`src/source/map_pkg.sv`:
```
package map_pkg;

	// ~~~~~~~~~~~~~~~~~~~~~~~~~~~~~~~~~~~~~~~~~~~~~~~~~~~~~~~~~~~~~~~~~~~~~~~~~~
	// Widths
	localparam int SND_DEPTH = 7; // Bits per sound sample.

	typedef logic [15:0] cpu_addr_t;
	typedef logic [7:0] cpu_dat_t;
	typedef logic [7:0] bank_t; // 4 KB bank number.
	typedef logic [20:0] prg_addr_t; // Flash byte address.
	typedef logic [7:0] ss_addr_t;
	typedef logic [SND_DEPTH-1:0] snd_vol_t;
	typedef logic [7:0] master_vol_t; // 128 is unity gain.

	// ~~~~~~~~~~~~~~~~~~~~~~~~~~~~~~~~~~~~~~~~~~~~~~~~~~~~~~~~~~~~~~~~~~~~~~~~~~
	// CPU register addresses
	localparam cpu_addr_t ADDR_BANK_BASE = 16'h5000; // $5000-$5007.
	localparam cpu_addr_t ADDR_FDS0 = 16'h5FF6;
	localparam cpu_addr_t ADDR_FDS1 = 16'h5FF7;
	localparam cpu_addr_t ADDR_MODE_ON = 16'h42FE; // Player mode on, mode = 0.
	localparam cpu_addr_t ADDR_MODE_OFF = 16'h42FF;
	localparam cpu_addr_t ADDR_EXP = 16'h42FC;
	localparam cpu_addr_t ADDR_PULSE_BASE = 16'h9000; // $9000-$9002.

	// Save-state register indices.
	localparam ss_addr_t SS_IDX_FDS0 = 8'd8;
	localparam ss_addr_t SS_IDX_FDS1 = 8'd9;
	localparam ss_addr_t SS_IDX_MODE = 8'd10;
	localparam ss_addr_t SS_IDX_EXP = 8'd11;
	localparam ss_addr_t SS_IDX_MAP = 8'd127;
	localparam cpu_dat_t MAP_IDX = 8'd31; // Mapper number.

	// Reset values.
	localparam bank_t RST_BANK7 = 8'hFF;
	localparam bank_t RST_FDS0 = 8'd6;
	localparam bank_t RST_FDS1 = 8'd7;
	localparam logic RST_MODE = 1'b1;

	// Fixed banks for the special windows.
	localparam bank_t BANK_PLAYER = 8'hFF; // Player code at $F000.
	localparam bank_t BANK_PLA = 8'h08; // $4200 player RAM.
	localparam bank_t BANK_MMC5 = 8'h10; // $5C00 MMC5 ExRAM.

	// Expansion-sound enable bits in exp_setup.
	localparam int EXP_BIT_VRC6 = 0;
	localparam int EXP_BIT_FDS = 2;
	localparam int EXP_BIT_MMC5 = 3;

	// ~~~~~~~~~~~~~~~~~~~~~~~~~~~~~~~~~~~~~~~~~~~~~~~~~~~~~~~~~~~~~~~~~~~~~~~~~~
	// Buses
	typedef struct packed {
		cpu_addr_t addr;
		cpu_dat_t dat;
		logic wr; // One-cycle write strobe.
	} cpu_bus_t;

	typedef struct packed {
		logic act; // Save-state access in progress.
		logic we; // One-cycle write strobe.
		ss_addr_t addr;
		cpu_dat_t dat;
	} ss_bus_t;

	typedef struct packed {
		bank_t [7:0] bank;
		bank_t [1:0] bank_fds;
		logic mode;
		logic [7:0] exp_setup;
	} map_regs_t;

	typedef struct packed {
		logic mir_v; // Vertical mirroring.
		logic chr_ram; // CHR is RAM, not ROM.
	} sys_cfg_t;

	typedef struct packed {
		logic [13:0] addr;
		logic we;
	} ppu_bus_t;

endpackage

```
`src/source/dac_ds.sv`:
```
`timescale 1ns/1ps

module dac_ds
#(
	parameter int DEPTH = map_pkg::SND_DEPTH
)
(
	input logic clk,
	input logic map_rst,
	input logic [DEPTH-1:0] vol,
	input map_pkg::master_vol_t master_vol,
	output logic snd
);

	logic [DEPTH+7:0] prod;
	logic [DEPTH-1:0] vol_sc;
	logic [DEPTH-1:0] vol_st;
	logic [DEPTH+1:0] delta;
	logic [DEPTH+1:0] sigma;
	logic [DEPTH+1:0] sigma_st;

	// Master volume, 128 is unity.
	assign prod = (DEPTH+8)'(vol) * (DEPTH+8)'(master_vol);
	assign vol_sc = prod[DEPTH+7] ? {DEPTH{1'b1}} : prod[DEPTH+6:7]; // Saturate.

	always_ff @(posedge clk)
	begin
		vol_st <= vol_sc;
	end

	// Top bit set feeds back -2^DEPTH.
	assign delta = {2'b00, vol_st} + {sigma_st[DEPTH+1], sigma_st[DEPTH+1], {DEPTH{1'b0}}};
	assign sigma = delta + sigma_st;

	always_ff @(posedge clk)
	begin
		if (map_rst)
		begin
			sigma_st <= '0;
			snd <= 1'b0;
		end
		else
		begin
			sigma_st <= sigma;
			snd <= sigma_st[DEPTH+1]; // One-bit output stream.
		end
	end

endmodule

```
`src/source/map_ctrl.sv`:
```
`timescale 1ns/1ps

module map_ctrl
(
	input logic clk,
	input logic map_rst,
	input map_pkg::cpu_bus_t cpu,
	input map_pkg::ss_bus_t ss,
	output map_pkg::map_regs_t regs,
	output logic snd_en,
	output map_pkg::cpu_dat_t ss_rdat
);

	map_pkg::bank_t [7:0] bank;
	map_pkg::bank_t [1:0] bank_fds;
	logic mode;
	logic [7:0] exp_setup;

	logic ss_wr_bank;
	logic cpu_wr_bank;

	assign ss_wr_bank = ss.we & (ss.addr[7:3] == 5'd0);
	assign cpu_wr_bank = cpu.wr & (cpu.addr[15:3] == map_pkg::ADDR_BANK_BASE[15:3]);

	// Banks, FDS banks and player mode.
	always_ff @(posedge clk)
	begin
		if (ss.act)
		begin
			if (ss_wr_bank)
				bank[ss.addr[2:0]] <= ss.dat;
			if (ss.we & (ss.addr == map_pkg::SS_IDX_FDS0))
				bank_fds[0] <= ss.dat;
			if (ss.we & (ss.addr == map_pkg::SS_IDX_FDS1))
				bank_fds[1] <= ss.dat;
			if (ss.we & (ss.addr == map_pkg::SS_IDX_MODE))
				mode <= ss.dat[0];
		end
		else if (map_rst)
		begin
			bank[7] <= map_pkg::RST_BANK7; // Boot from the last bank.
			bank_fds[0] <= map_pkg::RST_FDS0;
			bank_fds[1] <= map_pkg::RST_FDS1;
			mode <= map_pkg::RST_MODE;
		end
		else if (cpu.wr)
		begin
			if (cpu.addr == map_pkg::ADDR_MODE_ON)
				mode <= 1'b0;
			if (cpu.addr == map_pkg::ADDR_MODE_OFF)
				mode <= 1'b1;
			if (cpu.addr == map_pkg::ADDR_FDS0)
				bank_fds[0] <= cpu.dat;
			if (cpu.addr == map_pkg::ADDR_FDS1)
				bank_fds[1] <= cpu.dat;
			if (cpu_wr_bank)
				bank[cpu.addr[2:0]] <= cpu.dat;
		end
	end

	// ~~~~~~~~~~~~~~~~~~~~~~~~~~~~~~~~~~~~~~~~~~~~~~~~~~~~~~~~~~~~~~~~~~~~~~~~~~
	// Save-state read-back
	always_comb
	begin
		ss_rdat = 8'hFF; // Unused indices.
		if (ss.addr[7:3] == 5'd0)
			ss_rdat = bank[ss.addr[2:0]];
		else if (ss.addr == map_pkg::SS_IDX_FDS0)
			ss_rdat = bank_fds[0];
		else if (ss.addr == map_pkg::SS_IDX_FDS1)
			ss_rdat = bank_fds[1];
		else if (ss.addr == map_pkg::SS_IDX_MODE)
			ss_rdat = {7'd0, mode};
		else if (ss.addr == map_pkg::SS_IDX_EXP)
			ss_rdat = exp_setup;
		else if (ss.addr == map_pkg::SS_IDX_MAP)
			ss_rdat = map_pkg::MAP_IDX; // Lets the menu identify the mapper.
	end

	// ~~~~~~~~~~~~~~~~~~~~~~~~~~~~~~~~~~~~~~~~~~~~~~~~~~~~~~~~~~~~~~~~~~~~~~~~~~
	// Expansion-sound setup
	// The NSF header picks the chips once, so a reset keeps them.
	always_ff @(posedge clk)
	begin
		if (ss.act)
		begin
			if (ss.we & (ss.addr == map_pkg::SS_IDX_EXP))
				exp_setup <= ss.dat;
		end
		else if (cpu.wr & (cpu.addr == map_pkg::ADDR_EXP))
		begin
			exp_setup <= cpu.dat;
		end
	end

	assign snd_en = exp_setup[map_pkg::EXP_BIT_VRC6]; // Only VRC6 pulse is built.

	assign regs = '{
		bank: bank,
		bank_fds: bank_fds,
		mode: mode,
		exp_setup: exp_setup
	};

endmodule

```
`src/source/map_nsf_top.sv`:
```
`timescale 1ns/1ps

module map_nsf_top
(
	input logic clk,
	input logic map_rst,
	input map_pkg::cpu_bus_t cpu,
	input map_pkg::ss_bus_t ss,
	input map_pkg::ppu_bus_t ppu,
	input logic cpu_rw,
	input map_pkg::sys_cfg_t sys_cfg,
	input map_pkg::master_vol_t master_vol,
	output map_pkg::prg_addr_t prg_addr,
	output logic rom_ce,
	output logic rom_we,
	output logic prg_oe,
	output logic [12:0] chr_addr,
	output logic chr_ce,
	output logic chr_we,
	output logic ciram_a10,
	output logic ciram_ce,
	output map_pkg::cpu_dat_t ss_rdat,
	output logic pwm
);

	map_pkg::map_regs_t regs;
	logic snd_en;
	map_pkg::snd_vol_t snd_vol;

	map_ctrl map_ctrl_inst (
		.clk(clk),
		.map_rst(map_rst),
		.cpu(cpu),
		.ss(ss),
		.regs(regs),
		.snd_en(snd_en),
		.ss_rdat(ss_rdat)
	);

	mem_decode mem_decode_inst (
		.regs(regs),
		.cpu_addr(cpu.addr),
		.cpu_rw(cpu_rw),
		.ppu(ppu),
		.sys_cfg(sys_cfg),
		.prg_addr(prg_addr),
		.rom_ce(rom_ce),
		.rom_we(rom_we),
		.prg_oe(prg_oe),
		.chr_addr(chr_addr),
		.chr_ce(chr_ce),
		.chr_we(chr_we),
		.ciram_a10(ciram_a10),
		.ciram_ce(ciram_ce)
	);

	snd_pulse snd_pulse_inst (
		.clk(clk),
		.map_rst(map_rst),
		.cpu(cpu),
		.snd_en(snd_en),
		.snd_vol(snd_vol)
	);

	dac_ds #(.DEPTH(map_pkg::SND_DEPTH)) dac_ds_inst (
		.clk(clk),
		.map_rst(map_rst),
		.vol(snd_vol),
		.master_vol(master_vol),
		.snd(pwm)
	);

endmodule

```
`src/source/mem_decode.sv`:
```
`timescale 1ns/1ps

module mem_decode
(
	input map_pkg::map_regs_t regs,
	input map_pkg::cpu_addr_t cpu_addr,
	input logic cpu_rw,
	input map_pkg::ppu_bus_t ppu,
	input map_pkg::sys_cfg_t sys_cfg,
	output map_pkg::prg_addr_t prg_addr,
	output logic rom_ce,
	output logic rom_we,
	output logic prg_oe,
	output logic [12:0] chr_addr,
	output logic chr_ce,
	output logic chr_we,
	output logic ciram_a10,
	output logic ciram_ce
);

	logic act_fds;
	logic act_mmc5;
	logic ram_std; // $6000-$7FFF.
	logic ram_pla; // $4200-$42FF.
	logic ram_mmc5; // $5C00-$5FFF.
	logic ram_x;
	logic ram_fds; // FDS RAM at $8000-$DFFF.
	logic player_bank;

	assign act_fds = regs.exp_setup[map_pkg::EXP_BIT_FDS];
	assign act_mmc5 = regs.exp_setup[map_pkg::EXP_BIT_MMC5];

	assign ram_std = cpu_addr[15:13] == 3'b011;
	assign ram_pla = cpu_addr[15:8] == 8'h42;
	assign ram_mmc5 = (cpu_addr[15:10] == 6'b010111) & act_mmc5;
	assign ram_x = ram_std | ram_pla | ram_mmc5;
	assign ram_fds = cpu_addr[15] & (cpu_addr[15:13] != 3'b111) & act_fds;
	assign player_bank = (cpu_addr[15:12] == 4'hF) & ~regs.mode;

	// ~~~~~~~~~~~~~~~~~~~~~~~~~~~~~~~~~~~~~~~~~~~~~~~~~~~~~~~~~~~~~~~~~~~~~~~~~~
	// PRG side
	always_comb
	begin
		prg_addr[11:0] = cpu_addr[11:0];
		if (player_bank)
			prg_addr[19:12] = map_pkg::BANK_PLAYER;
		else if (ram_std & act_fds)
			prg_addr[19:12] = regs.bank_fds[cpu_addr[12]];
		else if (ram_std)
			prg_addr[19:12] = {7'd0, cpu_addr[12]};
		else if (ram_pla)
			prg_addr[19:12] = map_pkg::BANK_PLA;
		else if (ram_mmc5)
			prg_addr[19:12] = map_pkg::BANK_MMC5;
		else
			prg_addr[19:12] = regs.bank[cpu_addr[14:12]];
		// FDS maps $6000 into ROM space, the other windows into SRAM.
		prg_addr[20] = (ram_std & act_fds) ? 1'b0 : ram_x;
	end

	assign rom_ce = cpu_addr[15] | ram_x;
	assign rom_we = ~cpu_rw & (ram_x | ram_fds);
	assign prg_oe = cpu_rw;

	// ~~~~~~~~~~~~~~~~~~~~~~~~~~~~~~~~~~~~~~~~~~~~~~~~~~~~~~~~~~~~~~~~~~~~~~~~~~
	// CHR side
	assign chr_addr = ppu.addr[12:0]; // Flat 8 KB.
	assign ciram_a10 = sys_cfg.mir_v ? ppu.addr[10] : ppu.addr[11];
	assign ciram_ce = ~ppu.addr[13];
	assign chr_ce = ciram_ce;
	assign chr_we = sys_cfg.chr_ram & ppu.we & ciram_ce; // ROM never written.

endmodule

```
`src/source/snd_pulse.sv`:
```
`timescale 1ns/1ps

module snd_pulse
(
	input logic clk,
	input logic map_rst,
	input map_pkg::cpu_bus_t cpu,
	input logic snd_en,
	output map_pkg::snd_vol_t snd_vol
);

	logic wr_hit;
	logic wr_q; // Write pending from the previous cycle.
	logic [1:0] wr_idx;
	map_pkg::cpu_dat_t wr_dat;

	logic [3:0] vol;
	logic [2:0] duty;
	logic dmode; // Constant output, duty ignored.
	logic [7:0] per_lo;
	logic [3:0] per_hi;
	logic pulse_en;

	logic [11:0] period;
	logic [11:0] div;
	logic [3:0] step;

	assign wr_hit = cpu.wr & (cpu.addr[15:2] == map_pkg::ADDR_PULSE_BASE[15:2])
		& (cpu.addr[1:0] != 2'd3);

	always_ff @(posedge clk)
	begin
		if (map_rst)
			wr_q <= 1'b0;
		else
			wr_q <= wr_hit;
		wr_idx <= cpu.addr[1:0];
		wr_dat <= cpu.dat;
	end

	// Channel registers, $9000 to $9002.
	always_ff @(posedge clk)
	begin
		if (map_rst)
		begin
			vol <= '0;
			duty <= '0;
			dmode <= 1'b0;
			per_lo <= '0;
			per_hi <= '0;
			pulse_en <= 1'b0;
		end
		else if (wr_q)
		begin
			case (wr_idx)
				2'd0:
				begin
					vol <= wr_dat[3:0];
					duty <= wr_dat[6:4];
					dmode <= wr_dat[7];
				end
				2'd1: per_lo <= wr_dat;
				default:
				begin
					per_hi <= wr_dat[3:0];
					pulse_en <= wr_dat[7];
				end
			endcase
		end
	end

	assign period = {per_hi, per_lo};

	// Duty sequencer, one step per period+1 clocks.
	always_ff @(posedge clk)
	begin
		if (map_rst | ~pulse_en)
		begin
			div <= period;
			step <= '0; // Disable restarts the duty cycle.
		end
		else if (div == 12'd0)
		begin
			div <= period;
			step <= step + 4'd1;
		end
		else
		begin
			div <= div - 12'd1;
		end
	end

	assign snd_vol = ((dmode | (step <= {1'b0, duty})) & pulse_en & snd_en)
		? map_pkg::snd_vol_t'(vol) : '0;

endmodule

```
`config.mk`:
```
export PLATFORM = sky130hd
export DESIGN_NAME = map_nsf_top
export DESIGN_NICKNAME = d
export VERILOG_FILES = /design/src/source/map_pkg.sv /design/src/source/dac_ds.sv /design/src/source/map_ctrl.sv /design/src/source/map_nsf_top.sv /design/src/source/mem_decode.sv /design/src/source/snd_pulse.sv
export SDC_FILE = /design/constraint.sdc
export NUM_CORES = 1
export LEC_CHECK = 0
export BUFFER_PORTS_ARGS = -buffer_cell sky130_fd_sc_hd__buf_2
export CELL_PAD_IN_SITES_DETAIL_PLACEMENT = 2
export CELL_PAD_IN_SITES_GLOBAL_PLACEMENT = 2
export CORE_ASPECT_RATIO = 0.9
export CORE_MARGIN = 2
export CORE_UTILIZATION = 35
export CTS_CLUSTER_DIAMETER = 200
export DETAILED_ROUTE_END_ITERATION = 10
export GPL_TIMING_DRIVEN = 0
export PLACE_DENSITY = 0.88
export RECOVER_POWER = 100
export REMOVE_ABC_BUFFERS = 1
export SKIP_CTS_REPAIR_TIMING = 1
export SLEW_MARGIN = 15
export SYNTH_ARGS = -nofsm -noshare
export SYNTH_HDL_FRONTEND = slang
export SYNTH_HIERARCHICAL = 1
export SYNTH_SLANG_ARGS = --single-unit
```
`constraint.sdc`:
```
create_clock -name clk -period 8.2 [get_ports clk]
set_clock_uncertainty 0.1 [all_clocks]
set_input_delay 0.82 -clock clk [delete_from_list [all_inputs] [get_ports clk]]
set_output_delay 0.82 -clock clk [all_outputs]
set_load 0.05 [all_outputs]
```
======== Word-level counts from Yosys, hierarchy flattened ========
Index checks and enable logic that the tools add are counted.
word-level totals
  bits in registers ....................... 154
  input bits .............................. 71
  output and inout port bits .............. 50
operators by class
  add/sub/neg operators ................... 4
  $mul .................................... 1
  magnitude comparators ................... 7
  equality and inequality tests ........... 25
  muxes and demuxes ....................... 50
  bitwise gates (word level) .............. 30
  reduce and logical (&&, ||, !) cells .... 23
operator list
  operator                                                                  number
  64-bit two-way mux                                                        4
  8-bit two-way mux                                                         25
  64-bit bitwise mux                                                        2
  16-bit by 15-bit equality test with 1-bit output (second input constant)  5
  56-bit two-way mux                                                        1
  8-bit binary-select mux with 3-bit select                                 2
  8-bit demux with 3-bit select                                             2
  16-bit two-way mux                                                        3
  8-bit by 4-bit equality test with 1-bit output (second input constant)    4
  12-bit two-way mux                                                        2
  1-bit bitwise AND                                                         19
  8-bit by 7-bit equality test with 1-bit output (second input constant)    2
  14-bit equality test (second input constant)                              1
  13-bit by 12-bit equality test with 1-bit output (second input constant)  1
  12-bit zero test                                                          1
  3-bit by 4-bit < comparator with 1-bit output (second input constant)     3
  4-bit by 8-bit multiplier with 12-bit output                              1
  2-bit by 1-bit != test with 1-bit output (second input constant)          6
  3-bit AND reduction                                                       4
  3-bit nonzero test                                                        4
  12-bit by 1-bit subtractor with 12-bit output (second input constant)     1
  8-bit by 8-bit adder with 9-bit output                                    1
  9-bit adder                                                               1
  1-bit two-way mux                                                         8
  other kinds (21)                                                          37

======== Longest topological paths before layout ========
Gate-level depths: netlist of run 1.
  word-level depth ........................ 9
  depth in mapped cells ................... 22
  mapped depth without buffers ............ 22

======== Cells and area by module ========
Netlist of run 1, hierarchy kept.
modules (own cells, without submodules)
  module      instances  cells each  area each (um^2)  sequential area each (um^2)
  map_ctrl    1          471         4872.2            2672.6
  dac_ds      1          252         2343.5            340.3
  snd_pulse   1          222         2031.9            960.9
  mem_decode  1          104         1061.0            0.0

======== Worst setup path before layout of run 1 ========
OpenSTA, ideal clock, no wires.
  path type ............................... register to register
  from .................................... register, netlist name snd_pulse_inst/duty[1]
  to ...................................... register dac_ds_inst.vol_st[5]
  setup time .............................. 0.117 ns
  arrival ................................. 4.877 ns
  setup slack ............................. 3.106 ns
  stages on the path, launching flop included .. 21
  path buffers ............................ 0
  period minus slack after synthesis ...... 5.094 ns
  cell sequence ........................... dfxtp_1 -> inv_1 -> ha_1 -> nor2b_1 -> o21ai_0 -> a32oi_1 -> o21ai_0 -> and2_1 -> fa_1 -> fa_1 -> fa_1 -> inv_1 -> fa_1 -> inv_1 -> ha_1 -> a21oi_1 -> a211oi_1 -> a211o_1 -> o21a_1 -> nor3_1 -> o21ai_1
RTL lines
  element               RTL line      source
  end signal, assigned  dac_ds.sv:28  vol_st <= vol_sc;
  end, declared         dac_ds.sv:17  logic [DEPTH-1:0] vol_st;

==> impl_results.md, run 1 <==
- Share of final-layout standard cells stronger than drive strength 1: 11.4%
- FP Rows: 59
- Area of the multi-input gates: 5640 µm²
- Clock slew seen by the registers of the worst setup and hold paths: 0.07 ns
- Reg-to-reg critical path endpoint: dac_ds_inst/vol_st[5]
- Drt total wl: 39300 µm
- DRT antenna net count: 0
- Crit path kind: flop to flop
- IR Drop Worst-Case VDD: 0.164 mV
- Hold Path Depth: 2
- Static Leakage: 4.28 nW
- Violated checks: capacitance limit, slew limit
- Delay of the slowest cell on the worst path: 0.88 ns
- Post-route setup TNS: 0 ns
- Run status: finished with violations
- Count of final hold-check violations: 0
- Maximum number of pins on one net before global-route repair: 44
- Max-slew headroom: -72.0%
- Most frequent cells in the layout: nand2_1 (128), o21ai_0 (92), edfxtp_1 (89)
- Post-layout utilization of the core: 39.3%
- Type of element launching the critical path: flop
- Path depth of the worst reg2reg path: 20
- Least setup slack across all paths after layout: 2.08 ns
- DRC violation count after routing: 0
- Full die area: 30800 µm²
- Terminating pin of the worst hold path: snd_pulse_inst/per_hi[0]
- Cell-by-cell listing of the critical path: inv_1 > ha_1 > nor2b_1 > o21ai_0 > a32oi_1 > o21ai_0 > and2_0 > fa_1 > fa_1 > fa_1 > inv_1 > fa_1 > inv_1 > ha_1 > a21oi_1 > a211oi_1 > a211o_1 > o21a_1 > nor3_1 > o21ai_0
- Slowest stage cell on the critical path: o21ai_0
- Vias in the first global route: 9847
- Max-Cap Viols: 6
- Count of synthesis-stage warnings from yosys: 6
- # setup viols final: 0
- Hold/Removal Path Class: flop to flop
- Aggregate global-route resource usage: 25.8%
- Non-Filler Instances: 1496
- Iteration-0 DRC count of the detailed router: 917
- Buffers on Ports: 98
- Synth Instances: 1048
- Arrival time of data at the critical path endpoint: 6.34 ns
- Highest fanout seen on the critical path: 8
- Register cell area after layout: 3970 µm²
- Worst slack at placement: 2.14 ns
- Data required time of the critical path: 8.42 ns
- Avg Inst Size Synth: 9.83 µm²
- Leading cell type in the layout, fill and taps excluded: nand2_1
- Detailed placement HPWL: 26400 µm
- Slack of the worst reg-to-reg path: 2.08 ns
- P&R area growth vs syn: 10.4%
- Transition time of the tightest slew-check pin: 2.58 ns
- Layout net count: 1232
- Number of buffer and inverter stages on the critical path: 3
- Number of antenna cells inserted: 0
- Maximum count of clock buffers along a single path: 2
- Insertion delay of the later-clocked pin in the worst-skew pair: 0.43 ns
- Post-synthesis instance area: 10300 µm²
- Worst flop-to-flop path startpoint: snd_pulse_inst/duty[1]
- Starting Density: 35.6%
- Total iterations of the first detailed-routing run: 5
- Deepest level of the CTS H-tree: 4
- Power density over cell area: 193 nW/µm²
- Upper clock frequency limit: 163 MHz
- Detail-routed via count per cell: 6.05
- Most prevalent standard cell on the critical path: fa_1
- Remaining Overflow, GRT: 0
- Filler Cells Inserted: 3198
- Final design area excluding fillers: 11400 µm²
- Antenna violations before repair: 0
- Kind of cell adding the most delay to the critical path: adder cells
- Clock net sink count: 154
- Final max-slew violation count: 198
- Share of the clock period used by the worst path after layout: 74.7%
- Cell count after placement: 1463
- Vias: 9047
- Nature of the critical path endpoint: flop
- Fin crit period: 6.12 ns
- Startpoint of the tightest hold check path: snd_pulse_inst/per_hi[0]
- Horiz. Die Dim: 185 µm
- Die span in y: 167 µm
- Root buf cell: clkbuf_16
- Core region area: 28900 µm²
- DP Area: 10800 µm²
- Placer Congestion: 0.843
- Top Ports: 121
- Unrepaired setup endpoints after global routing: false
- TritonCTS clock tree: done
- Wire length of the first global-routing pass: 60000 µm
- Detailed-route wire length per cell: 26.3 µm
- Num CTS Buffers: 17
## worst max-delay path by stage
| stage | start | endpoint | cells past startpoint |
|---|---|---|---|
| 2_1_floorplan | snd_pulse_inst/duty[1] | dac_ds_inst/vol_st[5] | 20 |
| 3_5_place_dp | snd_pulse_inst/duty[1] | dac_ds_inst/vol_st[5] | 20 |
| 3_3_place_gp | snd_pulse_inst/duty[1] | dac_ds_inst/vol_st[5] | 20 |
| 4_1_cts | snd_pulse_inst/duty[1] | dac_ds_inst/vol_st[5] | 20 |
| 5_1_grt | snd_pulse_inst/duty[1] | dac_ds_inst/vol_st[5] | 20 |
| 6_report | snd_pulse_inst/duty[1] | dac_ds_inst/vol_st[5] | 20 |
## flip-flops by register name, indices dropped and copies added (netlist names), 7 cells and up
signal                   count
snd_pulse_inst/per_lo        8
snd_pulse_inst/wr_dat        8
map_ctrl_inst/regs          80
dac_ds_inst/vol_st           7
dac_ds_inst/sigma_st         9
map_ctrl_inst/exp_setup      8
snd_pulse_inst/div          12
## layer usage
| layer | GRT usage [%] | vias to the layer above | share of wire (%) |
|---|---|---|---|
| met1 | 33.9 | 4581 | 41 |
| li1 | - | 3827 | - |
| met2 | 42.0 | 542 | 47 |
| met4 | 8.90 | 0 | 2.8 |
| met3 | 5.73 | 97 | 9.0 |
| met5 | 0 | - | 0 |
## stage by stage
stage                     hold slack [ns]  total power [mW]
final                               0.366              2.19
after global routing                0.394              2.28
after CTS                           0.367              2.19
after detailed placement            0.352              1.31
after global placement              0.350              1.27
after floorplan                     0.330              1.14
## worst min-delay path: stages, from the launching register on
cell,delay (ns)
dfxtp_1,0.31
nand2_1,0.05
a21oi_1,0.05
## power by group
part / leakage, nW / switching, mW / total [mW] / internal, mW
clock network: 0.302 / 0.345 / 0.885 / 0.540
logic: 2.74 / 0.279 / 0.425 / 0.146
registers: 1.23 / 0.0223 / 0.883 / 0.861
total: 4.28 / 0.646 / 2.19 / 1.55
## area by class of cell
type                            instances  share of cell area [%]
Inverter                               48                    1.58
Timing Repair Buffer                  102                    3.99
Tap cell                              396                    4.35
Clock buffer                           20                    3.84
Clock inverter                         12                    1.73
Sequential cell                       154                    34.9
Multi-Input combinational cell        764                    49.6
Note: power is estimated with default switching activity, not from simulation.
==> run 2, diff against run 1 <==
--- a/config.mk
+++ b/config.mk
@@ -5,6 +5,7 @@
 export SDC_FILE = /design/constraint.sdc
 export NUM_CORES = 1
 export LEC_CHECK = 0
+export ABC_AREA = 1
 export BUFFER_PORTS_ARGS = -buffer_cell sky130_fd_sc_hd__buf_2
 export CELL_PAD_IN_SITES_DETAIL_PLACEMENT = 2
 export CELL_PAD_IN_SITES_GLOBAL_PLACEMENT = 2
@@ -14,7 +15,7 @@
 export CTS_CLUSTER_DIAMETER = 200
 export DETAILED_ROUTE_END_ITERATION = 10
 export GPL_TIMING_DRIVEN = 0
-export PLACE_DENSITY = 0.88
+export PLACE_DENSITY = 0.93
 export RECOVER_POWER = 100
 export REMOVE_ABC_BUFFERS = 1
 export SKIP_CTS_REPAIR_TIMING = 1
==> constraint.sdc (replaced) <==
create_clock -name clk -period 6 [get_ports clk]
set_clock_uncertainty 0.1 [all_clocks]
set_input_delay 0.6 -clock clk [delete_from_list [all_inputs] [get_ports clk]]
set_output_delay 0.6 -clock clk [all_outputs]
set_load 0.05 [all_outputs]
==> impl_results.md, run 2 <==
- Highest fanout seen on the critical path: 33 (+25)
- Total iterations of the first detailed-routing run: 5 (unchanged)
- Wire length of the first global-routing pass: 73000 µm (+22%)
- Most frequent cells in the layout: nand2_1 (386), inv_1 (187), nor2_1 (139)
- Num CTS Buffers: 17 (unchanged)
- Detailed placement HPWL: 32500 µm (+23%)
- Full die area: 32100 µm² (+4.3%)
- Final design area excluding fillers: 11800 µm² (+3.7%)
- Drt total wl: 48100 µm (+22%)
- Share of final-layout standard cells stronger than drive strength 1: 10.4% (-1.0 points)
- Data required time of the critical path: 5.30 ns (-3.12 ns)
- Arrival time of data at the critical path endpoint: 5.18 ns (-1.16 ns)
- Horiz. Die Dim: 189 µm (+2.1%)
- Max-Cap Viols: 3 (-3)
- Top Ports: 121 (unchanged)
- Number of antenna cells inserted: 0 (unchanged)
- Detailed-route wire length per cell: 25.6 µm (-2.7%)
- Type of element launching the critical path: primary input
- Core region area: 30000 µm² (+3.8%)
- Final max-slew violation count: 44 (-78%)
- Deepest level of the CTS H-tree: 4 (unchanged)
- Count of final hold-check violations: 0 (unchanged)
- Post-synthesis instance area: 10800 µm² (+4.4%)
- Antenna violations before repair: 2 (+2)
- Final total power: 3.01 mW (+37%)
- Fin crit period: 5.88 ns
- Aggregate global-route resource usage: 30.2% (+4.3 points)
- Detail-routed via count per cell: 5.75 (-5.0%)
- Count of synthesis-stage warnings from yosys: 6 (unchanged)
- Vias in the first global route: 12.0k (+22%)
- Register cell area after layout: 3970 µm² (unchanged)
- Buffers on Ports: 98 (unchanged)
- Max-slew headroom: -32.0% (+40 points)
- Maximum count of clock buffers along a single path: 2 (unchanged)
- Avg Inst Size Synth: 7.63 µm² (-22%)
- Non-Filler Instances: 1881 (+26%)
- DP Area: 11300 µm² (+4.5%)
- Number of flip-flops in the largest register: 80 (unchanged)
- DRT antenna net count: 0 (unchanged)
- Crit path kind: primary input to output pin
- Remaining Overflow, GRT: 0 (unchanged)
- Layout net count: 1610 (+31%)
- Post-route setup TNS: 0 ns (unchanged)
- Starting Density: 35.8% (+0.21 points)
- Static Leakage: 5.65 nW (+32%)
- Share of the clock period used by the worst path after layout: 98.0%
- Nature of the critical path endpoint: output pin
- # setup viols final: 0 (unchanged)
- DRC violation count after routing: 0 (unchanged)
- TritonCTS clock tree: done
- Filler Cells Inserted: 3533 (+10%)
- Transition time of the tightest slew-check pin: 1.98 ns (-0.599 ns)
- Hold/Removal Path Class: primary input to flop
- Insertion delay of the later-clocked pin in the worst-skew pair: 0.46 ns (+0.03 ns)
- Cell count after placement: 1849 (+26%)
- Area of the multi-input gates: 5580 µm² (-1.2%)
- Unrepaired setup endpoints after global routing: false
- Power density over cell area: 255 nW/µm² (+32%)
- Clock slew seen by the registers of the worst setup and hold paths: 0.07 ns (about the same)
- Placer Congestion: 0.925 (+9.7%)
- FP Rows: 60 (+1.7%)
- Clock net sink count: 154 (unchanged)
- Upper clock frequency limit: 170 MHz
- Vias: 10.8k (+20%)
- Synth Instances: 1410 (+35%)
- Violated checks: capacitance limit, slew limit
- Run status: finished with violations
- Leading cell type in the layout, fill and taps excluded: nand2_1
- Maximum number of pins on one net before global-route repair: 34 (-23%)
- Iteration-0 DRC count of the detailed router: 973 (+6.1%)
- IR Drop Worst-Case VDD: 0.154 mV (-5.9%)
- Die span in y: 170 µm (+2.1%)
- P&R area growth vs syn: 9.78%
- Root buf cell: clkbuf_16
[run 2: layout make-up]
type / instances / share of cell area, %
Multi-Input combinational cell: 994 / 47.2
Sequential cell: 154 / 33.7
Inverter: 200 / 6.40
Tap cell: 403 / 4.27
Timing Repair Buffer: 98 / 3.72
Clock buffer: 17 / 3.60
Clock inverter: 15 / 1.09
[run 2: path summary, 6_finish.rpt]
| path | start | to | slack, ns | cells past startpoint |
|---|---|---|---|---|
| worst min register to register | dac_ds_inst/sigma_st[8] | dac_ds_inst/snd | 0.34 | 2 |
| worst max register to register | snd_pulse_inst/step[1] | dac_ds_inst/vol_st[1] | 0.28 | 22 |
| worst max-delay path | cpu[21] | prg_addr[13] | 0.12 | 10 |
| worst min-delay path | cpu[7] | snd_pulse_inst/wr_dat[6] | 0.24 | 1 |
[run 2: routing by layer]
metal	up-vias	routed length [µm]	GRT usage [%]
li1	4712	-	-
met1	5368	18800	34.9
met2	561	23200	52.4
met3	167	3580	6.29
met4	4	2580	16.5
met5	-	14	0
[run 2: metrics by stage]
step,setup WS [ns],utilization (%),hold slack [ns]
after floorplan,1.36,-,0.307
after global routing,0.00917,39.3,0.238
after detailed placement,0.436,37.7,0.339
final,0.123,39.3,0.242
after CTS,0.146,39.6,0.195
after global placement,0.801,37.7,0.334
[run 2: critical path: stages]
cell      delay [ns]
clkbuf_1        1.38
inv_1           1.29
nand2_8         0.46
nor2_4          0.06
nand2_4         0.08
nand2_4         0.05
nor2_2          0.48
nand3_1         0.28
nand2_1         0.17
clkbuf_2        0.29
[run 2: power breakdown]
group	internal, mW	switching [mW]	total, mW
combinational	0.200	0.512	0.712
clock	0.545	0.529	1.07
sequential	1.19	0.0379	1.22
==> run 3, diff against run 2 <==
--- a/config.mk
+++ b/config.mk
@@ -15,7 +15,7 @@
 export CTS_CLUSTER_DIAMETER = 200
 export DETAILED_ROUTE_END_ITERATION = 10
 export GPL_TIMING_DRIVEN = 0
-export PLACE_DENSITY = 0.93
+export PLACE_DENSITY = 0.81
 export RECOVER_POWER = 100
 export REMOVE_ABC_BUFFERS = 1
 export SKIP_CTS_REPAIR_TIMING = 1
==> impl_results.md, run 3 (same netlist as run 2, synthesis figures left out) <==
- Placer Congestion: 0.839 (-9.3%)
- Run status: finished with violations
- Startpoint of the tightest hold check path: cpu[7]
- Transition time of the tightest slew-check pin: 2.02 ns (+0.0409 ns)
- Filler Cells Inserted: 3575 (+1.2%)
- Core region area: 30000 µm² (unchanged)
- Most frequent cells in the layout: nand2_1 (386), inv_1 (186), nor2_1 (142)
- Clock slew seen by the registers of the worst setup and hold paths: 0.07 ns (about the same)
- Leading cell type in the layout, fill and taps excluded: nand2_1
- Max-slew headroom: -34.8% (-2.7 points)
- Hold/Removal Path Class: primary input to flop
- IR Drop Worst-Case VDD: 0.190 mV (+23%)
- Highest fanout seen on the critical path: 33 (unchanged)
- Remaining Overflow, GRT: 0 (unchanged)
- Count of final hold-check violations: 0 (unchanged)
- DRC violation count after routing: 0 (unchanged)
- Num CTS Buffers: 17 (unchanged)
- Vias in the first global route: 11.1k (-8.2%)
- Arrival time of data at the critical path endpoint: 4.96 ns (-0.22 ns)
- Deepest level of the CTS H-tree: 4 (unchanged)
- Met3 WL: 1960 µm (-45%)
- Violated checks: capacitance limit, slew limit
- Detailed-route wire length per cell: 20.8 µm (-19%)
- Drt total wl: 39100 µm (-19%)
- Share of final-layout standard cells stronger than drive strength 1: 10.1% (-0.20 points)
- Layout net count: 1610 (unchanged)
- DRT antenna net count: 0 (unchanged)
- P&R area growth vs syn: 10.0%
- TritonCTS clock tree: done
- Top routing layer used: met4
- Fin crit period: 5.66 ns (-0.215 ns)
- Reg-to-reg critical path endpoint: dac_ds_inst/vol_st[1]
- Path depth of the worst reg2reg path: 22 (unchanged)
- Detailed placement HPWL: 30200 µm (-7.0%)
- Static Leakage: 5.67 nW (+0.38%)
- Slack of the worst reg-to-reg path: 0.51 ns (+0.23 ns)
- Type of element launching the critical path: primary input
- Number of antenna cells inserted: 0 (unchanged)
- Maximum number of pins on one net before global-route repair: 34 (unchanged)
- Clock net sink count: 154 (unchanged)
- Die span in y: 170 µm (unchanged)
- Starting Density: 35.8% (unchanged)
- Nature of the critical path endpoint: output pin
- Met2 layer wire length in the routed design: 18800 µm (-19%)
- Data required time of the critical path: 5.30 ns (about the same)
- Hold Path Depth: 1 (unchanged)
- Post-route setup TNS: 0 ns (unchanged)
- Power density over cell area: 251 nW/µm² (-1.5%)
- Final total power: 2.97 mW (-1.3%)
- Aggregate global-route resource usage: 25.1% (-5.1 points)
- Iteration-0 DRC count of the detailed router: 623 (-36%)
- Number of flip-flops in the largest register: 80 (unchanged)
- Unrepaired setup endpoints after global routing: false
- Detail-routed via count per cell: 5.34 (-7.1%)
- Full die area: 32100 µm² (unchanged)
- Vias: 10.0k (-7.1%)
- Total iterations of the first detailed-routing run: 5 (unchanged)
- Horiz. Die Dim: 189 µm (unchanged)
- Max-Cap Viols: 1 (-2)
- Worst flop-to-flop path startpoint: snd_pulse_inst/step[1]
- Top Ports: 121 (unchanged)
- Share of the clock period used by the worst path after layout: 94.4% (-3.6 points)
- Crit path kind: primary input to output pin
- Insertion delay of the later-clocked pin in the worst-skew pair: 0.45 ns (about the same)
- Buffers on Ports: 98 (unchanged)
- Wire length of the first global-routing pass: 62300 µm (-15%)
- Maximum count of clock buffers along a single path: 2 (unchanged)
- Antenna violations before repair: 0 (-2)
- Terminating pin of the worst hold path: snd_pulse_inst/wr_dat[6]
- Final max-slew violation count: 34 (-23%)
- FP Rows: 60 (unchanged)
- Met1 wire length: 17700 µm (-5.8%)
- Upper clock frequency limit: 177 MHz (+3.8%)
- Root buf cell: clkbuf_16
- # setup viols final: 0 (unchanged)
run 3: power by group:
group / internal [mW] / switching, mW / leakage, nW
clock network: 0.584 / 0.512 / 0.293
registers: 1.19 / 0.0334 / 1.24
logic: 0.192 / 0.463 / 4.14
run 3: metal layers:
metal / track usage, % / up-vias
met1: 32.4 / 4986
met2: 43.6 / 293
met3: 4.33 / 52
met4: 6.18 / 0
met5: 0 / -
li1: - / 4715
run 3: worst max-delay path, stage by stage:
cell	delay [ns]
clkbuf_1	1.42
inv_1	1.26
nand2_8	0.43
nor2_4	0.06
nand2_4	0.08
nand2_4	0.05
nor2_4	0.27
nand3_1	0.19
nand2_1	0.09
clkbuf_1	0.46
run 3: layout make-up:
type / count / area [µm²] / area share, %
well taps: 403 / 504 / 4.26
multi-input cells: 994 / 5570 / 47.1
repair buffers: 98 / 435 / 3.68
inverters: 200 / 756 / 6.39
flip-flops and latches: 154 / 3970 / 33.6
clock inverters: 13 / 123 / 1.04
clock buffers: 19 / 464 / 3.92
run 3: how the worst max path moves through the flow:
stage / start / end / slack, ns / depth (start not counted)
6_report: cpu[21] / prg_addr[17] / 0.34 / 10
5_1_grt: snd_pulse_inst/step[1] / dac_ds_inst/vol_st[4] / 0.02 / 24
4_1_cts: snd_pulse_inst/step[1] / dac_ds_inst/vol_st[4] / 0.53 / 24
3_5_place_dp: snd_pulse_inst/step[1] / dac_ds_inst/vol_st[4] / 0.58 / 24
3_3_place_gp: snd_pulse_inst/step[1] / dac_ds_inst/vol_st[3] / 0.73 / 24
2_1_floorplan: snd_pulse_inst/duty[1] / dac_ds_inst/vol_st[1] / 1.36 / 23
run 3: metrics by stage:
| stage | setup WS [ns] | hold slack (ns) | cell area, µm² | util [%] | cells |
|---|---|---|---|---|---|
| global route | 0.0173 | 0.225 | 11800 | 39.4 | 1881 |
| floorplan | 1.36 | 0.307 | 10300 | - | 1348 |
| finish | 0.337 | 0.226 | 11800 | 39.4 | 1881 |
| CTS | 0.531 | 0.195 | 11900 | 39.7 | 1881 |
| global placement | 0.730 | 0.334 | 11300 | 37.7 | 1849 |
| detailed placement | 0.585 | 0.339 | 11300 | 37.7 | 1849 |
